**config.mk**
```make
export PLATFORM = sky130hd
export DESIGN_NAME = conv_top
export DESIGN_NICKNAME = d
export VERILOG_FILES = /design/src/hdl/conv_pkg.sv /design/src/hdl/conv_ctrl.sv /design/src/hdl/conv_top.sv /design/src/hdl/row_assembler.sv /design/src/hdl/row_window.sv /design/src/hdl/window_majority.sv
export SDC_FILE = /design/constraint.sdc
export NUM_CORES = 1
export LEC_CHECK = 0
export BUFFER_PORTS_ARGS = -buffer_cell sky130_fd_sc_hd__buf_2
export CORE_UTILIZATION = 25
export CTS_CLUSTER_SIZE = 8
export DETAILED_ROUTE_END_ITERATION = 16
export PLACE_DENSITY = 0.37
export RECOVER_POWER = 100
export SETUP_SLACK_MARGIN = 0.2
export SKIP_CTS_REPAIR_TIMING = 1
export SLEW_MARGIN = 20
export SYNTH_ARGS = -nofsm -noshare
export SYNTH_HDL_FRONTEND = slang
export SYNTH_SLANG_ARGS = --single-unit
export TNS_END_PERCENT = 20
```
**constraint.sdc**
```tcl
create_clock -name clk -period 2.7 [get_ports clk]
set_input_delay 0 -clock clk [delete_from_list [all_inputs] [get_ports clk]]
set_output_delay 0 -clock clk [all_outputs]
set_load 0.02 [all_outputs]
```
**src/hdl/conv_pkg.sv**
```systemverilog
// shared types and constants for the 3x3 binary convolution engine, imported by every rtl file
package conv_pkg;

	// geometry of the engine
	localparam int MAX_COLS = 16;
	localparam int KERNEL_DIM = 3;

	// memory address, 12 bits
	typedef logic [11:0] addr_t;

	// memory data word
	typedef logic [15:0] word_t;

	// one input sram word, decoded two ways
	// pixels: bit c is image column c
	// count: row or column count of an image header
	typedef union packed {
		logic [MAX_COLS-1:0] pixels;
		word_t count;
	} sram_word_u;

	// kernel weights, bit 3r+c is row r column c
	typedef logic [KERNEL_DIM*KERNEL_DIM-1:0] kernel_t;

	// column index within a row
	typedef logic [$clog2(MAX_COLS)-1:0] col_idx_t;

	// row count word that ends a run
	localparam word_t END_MARKER = 16'h00FF;

	// weight memory word holding the kernel
	localparam addr_t KERNEL_ADDR = 12'd1;

endpackage

```
**src/hdl/conv_ctrl.sv**
```systemverilog
// control fsm of the convolution engine; parses headers, feeds rows and columns, owns run/busy
`timescale 1ns/1ns
module conv_ctrl #(
	parameter conv_pkg::addr_t IN_BASE_ADDR = '0
) (
	input logic clk,
	input logic reset_b,
	input logic run,
	output logic busy,
	output conv_pkg::addr_t sram_read_address,
	input conv_pkg::sram_word_u sram_read_data,
	output conv_pkg::addr_t wmem_read_address,
	input conv_pkg::word_t wmem_read_data,
	output logic row_load,
	output logic row_shift,
	output logic kernel_load,
	output conv_pkg::kernel_t kernel,
	output logic col_valid,
	output conv_pkg::col_idx_t col_idx,
	output logic row_last,
	output conv_pkg::col_idx_t out_cols_max,
	input logic pipe_idle
);
	import conv_pkg::*;

	// latency of window_majority, col_valid to bit_valid
	localparam int PIPE_DEPTH = 3;

	// fsm states
	localparam logic [2:0] S_IDLE = 3'd0;
	localparam logic [2:0] S_ADDR = 3'd1;
	localparam logic [2:0] S_HDR_ROWS = 3'd2;
	localparam logic [2:0] S_HDR_COLS = 3'd3;
	localparam logic [2:0] S_PRELOAD = 3'd4;
	localparam logic [2:0] S_SWEEP = 3'd5;
	localparam logic [2:0] S_DRAIN = 3'd6;

	logic [2:0] state;
	// next input word to fetch
	addr_t rd_addr;
	// image rows not yet in the window
	addr_t rows_left;
	// column count minus one
	col_idx_t cols_max;
	col_idx_t cidx;
	// shared step counter for preload and drain
	logic [1:0] step;
	logic end_seen;

	// header word equal to the end marker
	assign end_seen = (sram_read_data.count == END_MARKER);

	// read address always points at the word needed next cycle
	assign sram_read_address = rd_addr;
	assign wmem_read_address = (state == S_ADDR) ? KERNEL_ADDR : '0;

	// kernel arrives with the row count word
	assign kernel_load = (state == S_HDR_ROWS) && !end_seen;
	assign kernel = wmem_read_data[$bits(kernel_t)-1:0];

	// column sweep
	assign col_valid = (state == S_SWEEP);
	assign col_idx = cidx;
	assign row_last = col_valid && (cidx == cols_max);
	assign out_cols_max = cols_max - col_idx_t'(KERNEL_DIM - 1);

	// preload shifts every word in; in a sweep the next row is staged at column 1
	assign row_load = (state == S_PRELOAD) ||
		(col_valid && (cidx == col_idx_t'(1)) && (rows_left != '0));
	assign row_shift = (state == S_PRELOAD) || (row_last && (rows_left != '0));

	always_ff @(posedge clk or negedge reset_b) begin
		if (!reset_b) begin
			state <= S_IDLE;
			busy <= 1'b0;
			rd_addr <= IN_BASE_ADDR;
			rows_left <= '0;
			cols_max <= '0;
			cidx <= '0;
			step <= '0;
		end else begin
			case (state)
				S_IDLE: begin
					rd_addr <= IN_BASE_ADDR;
					// busy acknowledges run one edge later
					if (run) begin
						busy <= 1'b1;
						state <= S_ADDR;
					end
				end
				S_ADDR: begin
					// row count address on the bus
					rd_addr <= rd_addr + 1'b1;
					state <= S_HDR_ROWS;
				end
				S_HDR_ROWS: begin
					// pipe already drained, so busy can drop right away
					if (end_seen) begin
						busy <= 1'b0;
						state <= S_IDLE;
					end else begin
						rows_left <= addr_t'(sram_read_data.count - KERNEL_DIM);
						rd_addr <= rd_addr + 1'b1;
						state <= S_HDR_COLS;
					end
				end
				S_HDR_COLS: begin
					cols_max <= col_idx_t'(sram_read_data.count - 1);
					rd_addr <= rd_addr + 1'b1;
					step <= '0;
					state <= S_PRELOAD;
				end
				S_PRELOAD: begin
					step <= step + 1'b1;
					// third row leaves the fourth row address on the bus
					if (step == 2'(KERNEL_DIM - 1)) begin
						cidx <= '0;
						state <= S_SWEEP;
					end else begin
						rd_addr <= rd_addr + 1'b1;
					end
				end
				S_SWEEP: begin
					if (row_load)
						rd_addr <= rd_addr + 1'b1;
					if (cidx == cols_max) begin
						cidx <= '0;
						if (rows_left != '0) begin
							rows_left <= rows_left - 1'b1;
						end else begin
							step <= '0;
							state <= S_DRAIN;
						end
					end else begin
						cidx <= cidx + 1'b1;
					end
				end
				S_DRAIN: begin
					// give the last column time to reach the assembler
					if (step != 2'(PIPE_DEPTH - 1))
						step <= step + 1'b1;
					else if (pipe_idle)
						state <= S_ADDR;
				end
				default: begin
					state <= S_IDLE;
				end
			endcase
		end
	end

endmodule

```
**src/hdl/conv_top.sv**
```systemverilog
// top level of the convolution engine; connects ctrl, row window, majority pipe and row assembler
`timescale 1ns/1ns
module conv_top #(
	parameter conv_pkg::addr_t IN_BASE_ADDR = '0,
	parameter conv_pkg::addr_t OUT_BASE_ADDR = '0
) (
	input logic clk,
	input logic reset_b,
	input logic run,
	output logic busy,
	output conv_pkg::addr_t sram_read_address,
	input conv_pkg::word_t sram_read_data,
	output conv_pkg::addr_t wmem_read_address,
	input conv_pkg::word_t wmem_read_data,
	output conv_pkg::addr_t write_address,
	output conv_pkg::word_t write_data,
	output logic write_enable
);
	import conv_pkg::*;

	// ctrl to row window
	logic row_load;
	logic row_shift;

	// ctrl to majority pipe
	logic kernel_load;
	kernel_t kernel;
	logic col_valid;
	col_idx_t col_idx;
	logic row_last;

	// window column slice, top row in bit 0
	logic [2:0] slice;

	// majority pipe to assembler
	logic bit_valid;
	logic bit_value;
	col_idx_t bit_col;
	logic row_end;

	// assembler bookkeeping
	col_idx_t out_cols_max;
	logic pipe_idle;

	conv_ctrl #(
		.IN_BASE_ADDR(IN_BASE_ADDR)
	) conv_ctrl_i (
		.clk(clk),
		.reset_b(reset_b),
		.run(run),
		.busy(busy),
		.sram_read_address(sram_read_address),
		.sram_read_data(sram_read_data),
		.wmem_read_address(wmem_read_address),
		.wmem_read_data(wmem_read_data),
		.row_load(row_load),
		.row_shift(row_shift),
		.kernel_load(kernel_load),
		.kernel(kernel),
		.col_valid(col_valid),
		.col_idx(col_idx),
		.row_last(row_last),
		.out_cols_max(out_cols_max),
		.pipe_idle(pipe_idle)
	);

	// row words come straight off the read port
	row_window row_window_i (
		.clk(clk),
		.reset_b(reset_b),
		.row_in(sram_read_data),
		.row_load(row_load),
		.row_shift(row_shift),
		.col_idx(col_idx),
		.slice(slice)
	);

	window_majority window_majority_i (
		.clk(clk),
		.reset_b(reset_b),
		.kernel_load(kernel_load),
		.kernel(kernel),
		.slice(slice),
		.col_valid(col_valid),
		.col_idx(col_idx),
		.row_last(row_last),
		.bit_valid(bit_valid),
		.bit_value(bit_value),
		.bit_col(bit_col),
		.row_end(row_end)
	);

	row_assembler #(
		.OUT_BASE_ADDR(OUT_BASE_ADDR)
	) row_assembler_i (
		.clk(clk),
		.reset_b(reset_b),
		.bit_valid(bit_valid),
		.bit_value(bit_value),
		.bit_col(bit_col),
		.row_end(row_end),
		.out_cols_max(out_cols_max),
		.pipe_idle(pipe_idle),
		.write_address(write_address),
		.write_data(write_data),
		.write_enable(write_enable)
	);

endmodule

```
**src/hdl/row_assembler.sv**
```systemverilog
// output row builder of the convolution engine; packs result bits and writes one word per row
`timescale 1ns/1ns
module row_assembler #(
	parameter conv_pkg::addr_t OUT_BASE_ADDR = '0
) (
	input logic clk,
	input logic reset_b,
	input logic bit_valid,
	input logic bit_value,
	input conv_pkg::col_idx_t bit_col,
	input logic row_end,
	input conv_pkg::col_idx_t out_cols_max,
	output logic pipe_idle,
	output conv_pkg::addr_t write_address,
	output conv_pkg::word_t write_data,
	output logic write_enable
);
	import conv_pkg::*;

	// row being built
	word_t acc;
	word_t acc_next;
	// next output address, runs on until reset
	addr_t wr_ptr;
	// bits collected but row not yet closed
	logic row_open;
	logic take;
	logic row_done;

	// drop bits past the last valid output column
	assign take = bit_valid && (bit_col <= out_cols_max);
	assign row_done = bit_valid && row_end;

	always_comb begin
		acc_next = acc;
		if (take)
			acc_next[bit_col] = bit_value;
	end

	// nothing arriving, nothing half built, nothing on the write port
	assign pipe_idle = !bit_valid && !row_open && !write_enable;

	always_ff @(posedge clk or negedge reset_b) begin
		if (!reset_b) begin
			acc <= '0;
			wr_ptr <= OUT_BASE_ADDR;
			row_open <= 1'b0;
			write_enable <= 1'b0;
		end else begin
			// one-cycle write pulse after the row end bit
			write_enable <= row_done;
			if (row_done) begin
				acc <= '0;
				wr_ptr <= wr_ptr + 1'b1;
				row_open <= 1'b0;
			end else begin
				acc <= acc_next;
				if (bit_valid)
					row_open <= 1'b1;
			end
		end
	end

	// write payload, includes the row end bit itself
	always_ff @(posedge clk) begin
		if (row_done) begin
			write_data <= acc_next;
			write_address <= wr_ptr;
		end
	end

endmodule

```
**src/hdl/row_window.sv**
```systemverilog
// three-row pixel buffer of the convolution engine; gives one column slice per cycle
`timescale 1ns/1ns
module row_window (
	input logic clk,
	input logic reset_b,
	input conv_pkg::word_t row_in,
	input logic row_load,
	input logic row_shift,
	input conv_pkg::col_idx_t col_idx,
	output logic [2:0] slice
);
	import conv_pkg::*;

	// input word viewed as a pixel row
	sram_word_u in_word;

	// window rows, top is kernel row 0
	word_t row_top;
	word_t row_mid;
	word_t row_bot;
	// next image row, fetched during the sweep
	word_t row_next;

	assign in_word = row_in;

	always_ff @(posedge clk or negedge reset_b) begin
		if (!reset_b) begin
			row_top <= '0;
			row_mid <= '0;
			row_bot <= '0;
			row_next <= '0;
		end else begin
			// load alone only stages the word
			if (row_load && !row_shift)
				row_next <= in_word.pixels;
			// load with shift puts the word straight in at the bottom
			if (row_shift) begin
				row_top <= row_mid;
				row_mid <= row_bot;
				row_bot <= row_load ? in_word.pixels : row_next;
			end
		end
	end

	// current column of each row
	assign slice = {row_bot[col_idx], row_mid[col_idx], row_top[col_idx]};

endmodule

```
**src/hdl/window_majority.sv**
```systemverilog
// kernel compare and majority pipe of the convolution engine; 3 cycles from column in to bit out
`timescale 1ns/1ns
module window_majority (
	input logic clk,
	input logic reset_b,
	input logic kernel_load,
	input conv_pkg::kernel_t kernel,
	input logic [2:0] slice,
	input logic col_valid,
	input conv_pkg::col_idx_t col_idx,
	input logic row_last,
	output logic bit_valid,
	output logic bit_value,
	output conv_pkg::col_idx_t bit_col,
	output logic row_end
);
	import conv_pkg::*;

	// full adder, returns {carry, sum}
	function automatic logic [1:0] fa(input logic a, input logic b, input logic c);
		fa = {(a & b) | (c & (a ^ b)), a ^ b ^ c};
	endfunction

	// slices of the two previous columns
	logic [2:0] hist1;
	logic [2:0] hist2;
	kernel_t kern_q;
	kernel_t window;
	// stage 1, mismatch bits
	kernel_t mism;
	// stage 2, ones and twos of each kernel row
	logic [2:0] ones2;
	logic [2:0] twos2;
	// stage 3, weights 1, 2, 2 and 4
	logic ones3;
	logic twos3a;
	logic twos3b;
	logic fours3;
	// tags riding along with the data
	logic v1, v2, v3;
	col_idx_t col1, col2, col3;
	logic last1, last2, last3;

	// hist2 is the leftmost window column
	always_comb begin
		for (int r = 0; r < KERNEL_DIM; r++) begin
			window[KERNEL_DIM*r] = hist2[r];
			window[KERNEL_DIM*r + 1] = hist1[r];
			window[KERNEL_DIM*r + 2] = slice[r];
		end
	end

	always_ff @(posedge clk or negedge reset_b) begin
		if (!reset_b) begin
			kern_q <= '0;
			hist1 <= '0;
			hist2 <= '0;
			v1 <= 1'b0;
			v2 <= 1'b0;
			v3 <= 1'b0;
		end else begin
			if (kernel_load)
				kern_q <= kernel;
			if (col_valid) begin
				hist2 <= hist1;
				hist1 <= slice;
			end
			// full window from the third column on
			v1 <= col_valid && (col_idx >= col_idx_t'(KERNEL_DIM - 1));
			v2 <= v1;
			v3 <= v2;
		end
	end

	always_ff @(posedge clk) begin
		mism <= window ^ kern_q;
		col1 <= col_idx - col_idx_t'(KERNEL_DIM - 1);
		last1 <= row_last;
		// first adder stage, one adder per kernel row
		for (int k = 0; k < KERNEL_DIM; k++)
			{twos2[k], ones2[k]} <= fa(mism[3*k], mism[3*k + 1], mism[3*k + 2]);
		col2 <= col1;
		last2 <= last1;
		// second stage folds the ones and the twos
		{twos3a, ones3} <= fa(ones2[0], ones2[1], ones2[2]);
		{fours3, twos3b} <= fa(twos2[0], twos2[1], twos2[2]);
		col3 <= col2;
		last3 <= last2;
	end

	// 5 or more mismatches gives 0
	assign bit_value = !((ones3 & twos3a & twos3b) | ((ones3 | twos3a | twos3b) & fours3));
	assign bit_valid = v3;
	assign bit_col = col3;
	assign row_end = last3;

endmodule

```
==> out/results.ini, run 1 <==
[sta]
setup_viol=0
hold_violations=0
worst_pin_slew_ns=2.271
finalCritPeriodShare_pct=90.81
slew_headroom_pct=-51.42
whs_ns=0.2177
fin_tns_setup_ns=0
rsz0062_at_grt=true
timing.final.max_slew_violations=80
fmax_mhz=407.9
finClkSkew_ns=0.01520
period_needed_ns=2.452

[logic_synthesis]
synth.avg_cell_area_um2=10.91
yosysWarnings=0
yosys-top-cells-area=dfrtp_1, edfxtp_1, dfxtp_1, nand2_1, a21oi_1
ys_seq_area_share_pct=55.47
yosysTopAreaCellShare_pct=39.47
netlist_area_um2=9510
synth_seq_cells=212
synth_enable_flop_cells=28
synth_cells=872
synth_top_area_cell=dfrtp_1
synth.distinct_cells=65
async_reset_ff_share_pct=70.75
synth_ff_type=dfrtp_1

[floorplanning]
core_area_um2=37580
pin_count=89
die_area_um2=38820
die_h_um=197.0
start_util_pct=25.31
die_x_um=197.0
fp-row-count=71

[routing]
post_drt_wl_per_cell_um=15.33
drc=0
vias=6758
ant_nets=0
routed_via_density=4.455
wl_um=23250
drtIter0Drc=345
dr.pass1.iters=4

[global_routing]
grt_max_degree=81
grt.overflow.total=0
grt_antenna_before_repair=0
grt_usage_pct=12.14
top_usage_layer=met2
grt_pass1_wl_um=37870
use_met1_pct=16.80
grt_use_met2_pct=19.42
met3_usage_pct=1.929
grt_pass1_vias=6850

[cells_and_area]
antenna_cells=0
multiInputGateArea_um2=3836
num-fill-cells=3963
drive_gt1_share_pct=14.21
mostFrequentLayoutCell=nand2_1
syn_to_final_growth_pct=21.46
nets=1046
register_area_um2=5275
final_cell_mix=nand2_1, dfrtp_1, clkbuf_1, a21oi_1

[critical_path]
crit_path_start_kind=flip-flop
cp-end-kind=flip-flop
required_ns=3.17
worstSetupPathType=flip-flop to flip-flop
worstPathArrival_ns=2.92
crit_fanout=13
rrSetupSlack_ns=0.25

[pwr]
intPower_mw=8.143
fin_total_pwr_mw=12.55
ir_worst_vdd_mv=0.5323
p_per_area_nw_per_um2=1086
p_seq_share_pct=40.8
cellLeakagePower_nw=4.817
switching_power_mw=4.406
clkPwrFrac_pct=27.3
swShare_pct=35.11
share_comb_of_total_power_pct=31.8

[job]
maxCapViolCount=1

[status]
violations=capacitance limit, slew limit
outcome=finished with violations

[placement]
numPortBuffers=70
routabilityCongestion=0.7470
hpwl_um=15290

[clocking]
clockBufferDepth=3
cts_root_buffer=clkbuf_16
numCtsBuffers=30
cts.htree.levels=1
clock-sinks=212
clock_latency_ns=0.56
cts_tree=built
clk_pin_slew_worst_paths_ns=0.06

[hold_path]
hold_path_class=input port to flip-flop

-- flip-flops by register name (all words and copies together) (netlist names), 2 cells and up --
name,cells
conv_ctrl_i.step,2
row_window_i.row_mid,16
window_majority_i.hist2,3
row_assembler_i.wr_ptr,12
conv_ctrl_i.cols_max,4
conv_ctrl_i.col_idx,4
conv_ctrl_i.rows_left,12
conv_ctrl_i.state,3
row_window_i.row_bot,16
row_assembler_i.write_address,12
window_majority_i.ones2,3
window_majority_i.mism,9
window_majority_i.bit_col,4
row_assembler_i.write_data,16
row_window_i.row_top,16
window_majority_i.kern_q,9
window_majority_i.col1,4
row_window_i.row_next,16
window_majority_i.twos2,3
window_majority_i.col2,4
conv_ctrl_i.sram_read_address,12
row_assembler_i.acc,16
window_majority_i.hist1,3
-- cells in the mapped netlist, types with 8 or more instances --
master / count
dfxtp_1: 34
buf_2: 9
ha_1: 16
o21ai_0: 34
nor2_1: 32
and3_1: 8
mux4_2: 12
a211oi_1: 16
mux2_2: 19
buf_4: 14
nand2_1: 159
xnor2_1: 20
clkbuf_1: 31
dfrtp_1: 150
a31oi_1: 24
edfxtp_1: 28
xor2_1: 16
inv_1: 31
nand3_1: 19
mux2_4: 10
o22ai_1: 21
o31ai_1: 19
a21oi_1: 63
-- critical path, cell delays in order (launching register included) --
cell      delay (ns)
dfrtp_1         0.53
or4b_2          0.61
or4_1           0.50
a21oi_1         0.19
clkbuf_2        0.31
nor3_1          0.09
o22ai_1         0.14
-- through the flow --
step	util [%]	instances	setup WS, ns	instance area, um^2
after floorplan	-	882	0.3119	9548
after global placement	28.08	1440	0.2467	10550
after detailed placement	28.08	1440	0.2265	10550
after CTS	30.35	1488	0.1919	11400
after global routing	30.74	1517	0.08130	11550
final	30.74	1517	0.2482	11550
-- routing by layer --
layer / vias up / share of wire (%)
met5: - / 0
met4: 0 / 2.6
met3: 38 / 3.8
met2: 116 / 46
met1: 3296 / 48
li1: 3308 / -
-- final cells by class --
class | instances | area share, %
sequential | 212 | 45.67
timing repair buffer | 134 | 7.182
inverter | 31 | 1.007
clock inverter | 1 | 0.2600
clock buffer | 47 | 7.138
multi-input combinational | 581 | 33.21
tap | 511 | 5.535
-- worst paths after layout --
check	cells after the start	to	startpoint
worst max register to register	6	conv_ctrl_i.sram_read_address[7]	conv_ctrl_i.state[1]
worst max-delay path	6	conv_ctrl_i.sram_read_address[7]	conv_ctrl_i.state[1]
max in group asynchronous	3	row_assembler_i.wr_ptr[2]	reset_b
worst min register to register	0	window_majority_i.bit_col[0]	window_majority_i.col2[0]
worst min-delay path	3	window_majority_i.kern_q[1]	wmem_read_data[1]
min in group asynchronous	2	conv_ctrl_i.rows_left[6]	reset_b
-- cell families (layout without fill, tap and decap cells) --
group | Yosys count | count (layout) | synth area share, %
AND/OR/NAND/NOR | 271 | 271 | 13.39
flip-flops | 212 | 212 | 55.47
AO/OA/AOI/OAI | 198 | 198 | 13.30
buffers and inverters | 89 | 213 | 4.341
multiplexers | 44 | 44 | 6.986
XOR/XNOR | 36 | 36 | 3.315
adder cells (fa/ha/maj) | 21 | 21 | 3.158
other | 1 | 11 | 0.03943
-- power by group through the flow --
stage	Combinational (mW)	Sequential [mW]	Clock (mW)
final	4.00	5.12	3.43
after global routing	4.56	5.29	3.70
after CTS	4.17	5.15	3.59
after detailed placement	4.15	5.21	0
after global placement	4.13	5.20	0
after floorplan	3.05	4.94	0
(Power assumes the default switching activity.)
==> inputs of run 2 (changes only) <==
--- a/config.mk
+++ b/config.mk
@@ -9,6 +9,7 @@
 export CORE_UTILIZATION = 25
 export CTS_CLUSTER_SIZE = 8
 export DETAILED_ROUTE_END_ITERATION = 16
+export GPL_TIMING_DRIVEN = 0
 export PLACE_DENSITY = 0.37
 export RECOVER_POWER = 100
 export SETUP_SLACK_MARGIN = 0.2
==> out/results.ini, run 2 (synthesis results as in run 1) <==
[critical_path]
rr_startpoint=conv_ctrl_i.col_idx[1]
required_ns=3.14
rr_endpoint=row_window_i.row_next[9]
path_buf_inv=3
worstSetupPathType=flip-flop to flip-flop
worstPathArrival_ns=2.99
path_cells=clkbuf_4 -> clkinvlp_4 -> ha_1 -> nor3b_4 -> nand4_2 -> clkbuf_16 -> mux2_1
cp_num_cells=7
cp_slowest_cell=dfrtp_2
cp-end-kind=flip-flop
crit_fanout=10
max_stage_delay_ns=0.48
reg2reg_depth=7
rrSetupSlack_ns=0.15
critPathTopFamily=simple AND/OR/NAND/NOR gates
crit_path_start_kind=flip-flop

[floorplanning]
die_h_um=197.0
die_area_um2=38820
pin_count=89
start_util_pct=25.31
core_area_um2=37580
die_x_um=197.0
fp-row-count=71

[clocking]
numCtsBuffers=30
cts.htree.levels=1
clock_latency_ns=0.57
cts_root_buffer=clkbuf_16
clk_pin_slew_worst_paths_ns=0.06
clock-sinks=212
clockBufferDepth=3
cts_tree=built

[global_routing]
grt_pass1_wl_um=38600
grt.overflow.total=0
grt_usage_pct=12.53
grt_pass1_vias=6815
grt_max_degree=55
grt_antenna_before_repair=0

[cells_and_area]
syn_to_final_growth_pct=25.17
finalNonFillerCells=1570
mostFrequentLayoutCell=nand2_1
nets=1092
antenna_cells=0
final_cell_mix=nand2_1, dfrtp_1, clkbuf_1, a21oi_1
drive_gt1_share_pct=17.00

[status]
outcome=finished with violations
violations=hold timing

[pwr]
cellLeakagePower_nw=4.992
ir_worst_vdd_mv=0.5888
p_per_area_nw_per_um2=1096

[hold_path]
hold_end=conv_ctrl_i.cols_max[3]
min_delay_path_depth=4
hold_path_startpoint=sram_read_data[0]
hold_path_class=input port to flip-flop

[job]
maxCapViolCount=0

[sta]
worst_pin_slew_ns=1.282
rsz0062_at_grt=true
timing.final.max_slew_violations=0
fin_tns_setup_ns=0
whs_ns=-0.002136
fmax_mhz=392.7
finClkSkew_ns=0.01368
period_needed_ns=2.547
setup_viol=0
finalCritPeriodShare_pct=94.32
hold_violations=1
slew_headroom_pct=14.54

[routing]
routed_via_density=4.425
vias=6948
drc=0
wl_um=24260
dr.pass1.iters=4
post_drt_wl_per_cell_um=15.45
ant_nets=0
drtIter0Drc=260

[placement]
dp.cells=1465
hpwl_um=16740
numPortBuffers=69
routabilityCongestion=0.7697

-- run 2: cell count changes in the layout (fill, tap and decap cells not counted), sizes merged --
cell | previous run | this run
inv | 31 | 30
dlygate4sd3 | 27 | 26
clkinvlp | 0 | 1
bufinv | 0 | 1
buf | 50 | 59
clkbuf | 104 | 148
-- run 2: worst max-delay path by stage --
| stage | startpoint | endpoint | slack [ns] |
|---|---|---|---|
| 2_1_floorplan | conv_ctrl_i.cols_max[1] | row_assembler_i.write_data[3] | 0.31 |
| 3_3_place_gp | reset_b | window_majority_i.kern_q[6] | -1.07 |
| 3_5_place_dp | conv_ctrl_i.col_idx[1] | row_window_i.row_bot[15] | -0.68 |
| 4_1_cts | conv_ctrl_i.col_idx[1] | row_window_i.row_bot[15] | -0.71 |
| 6_report | conv_ctrl_i.col_idx[1] | row_window_i.row_next[9] | 0.15 |
| 5_1_grt | conv_ctrl_i.rows_left[0] | row_window_i.row_next[13] | 0.04 |
-- run 2: report_power, final --
group	switching, mW	internal, mW
combinational	2.40	1.90
sequential	0.804	4.34
clock	1.43	2.17
total	4.63	8.41
-- run 2: layout make-up --
type,instances,area (um^2)
multi-input cells,581,3881
clock inverters,2,60.06
flip-flops and latches,212,5278
plain buffers,58,332.8
well taps,511,639.4
repair buffers,122,755.7
fillers,3926,25670
inverters,31,120.1
clock buffers,53,837.1
-- run 2: worst min-delay path, cell delays in order --
cell and delay, ns:
buf_2 0.16, nor3_1 0.08, xnor2_1 0.15, o21ai_0 0.14
-- run 2: layer usage --
layer	vias up	part of all wire [%]	GRT usage, %
met1	3394	47	17.07
met2	101	47	20.30
met4	0	2.4	3.560
met5	-	0	0
li1	3414	-	-
met3	39	3.5	2.254
-- run 2: stage by stage --
stage | worst slack [ns] | power [mW] | utilization [%] | instance area, um^2
floorplan | 0.3119 | 7.987 | - | 9548
global placement | -1.070 | 9.262 | 28.03 | 10530
detailed placement | -0.6825 | 9.293 | 28.26 | 10620
CTS | -0.7070 | 12.99 | 30.65 | 11520
global route | 0.03668 | 14.01 | 31.68 | 11900
finish | 0.1532 | 13.04 | 31.68 | 11900
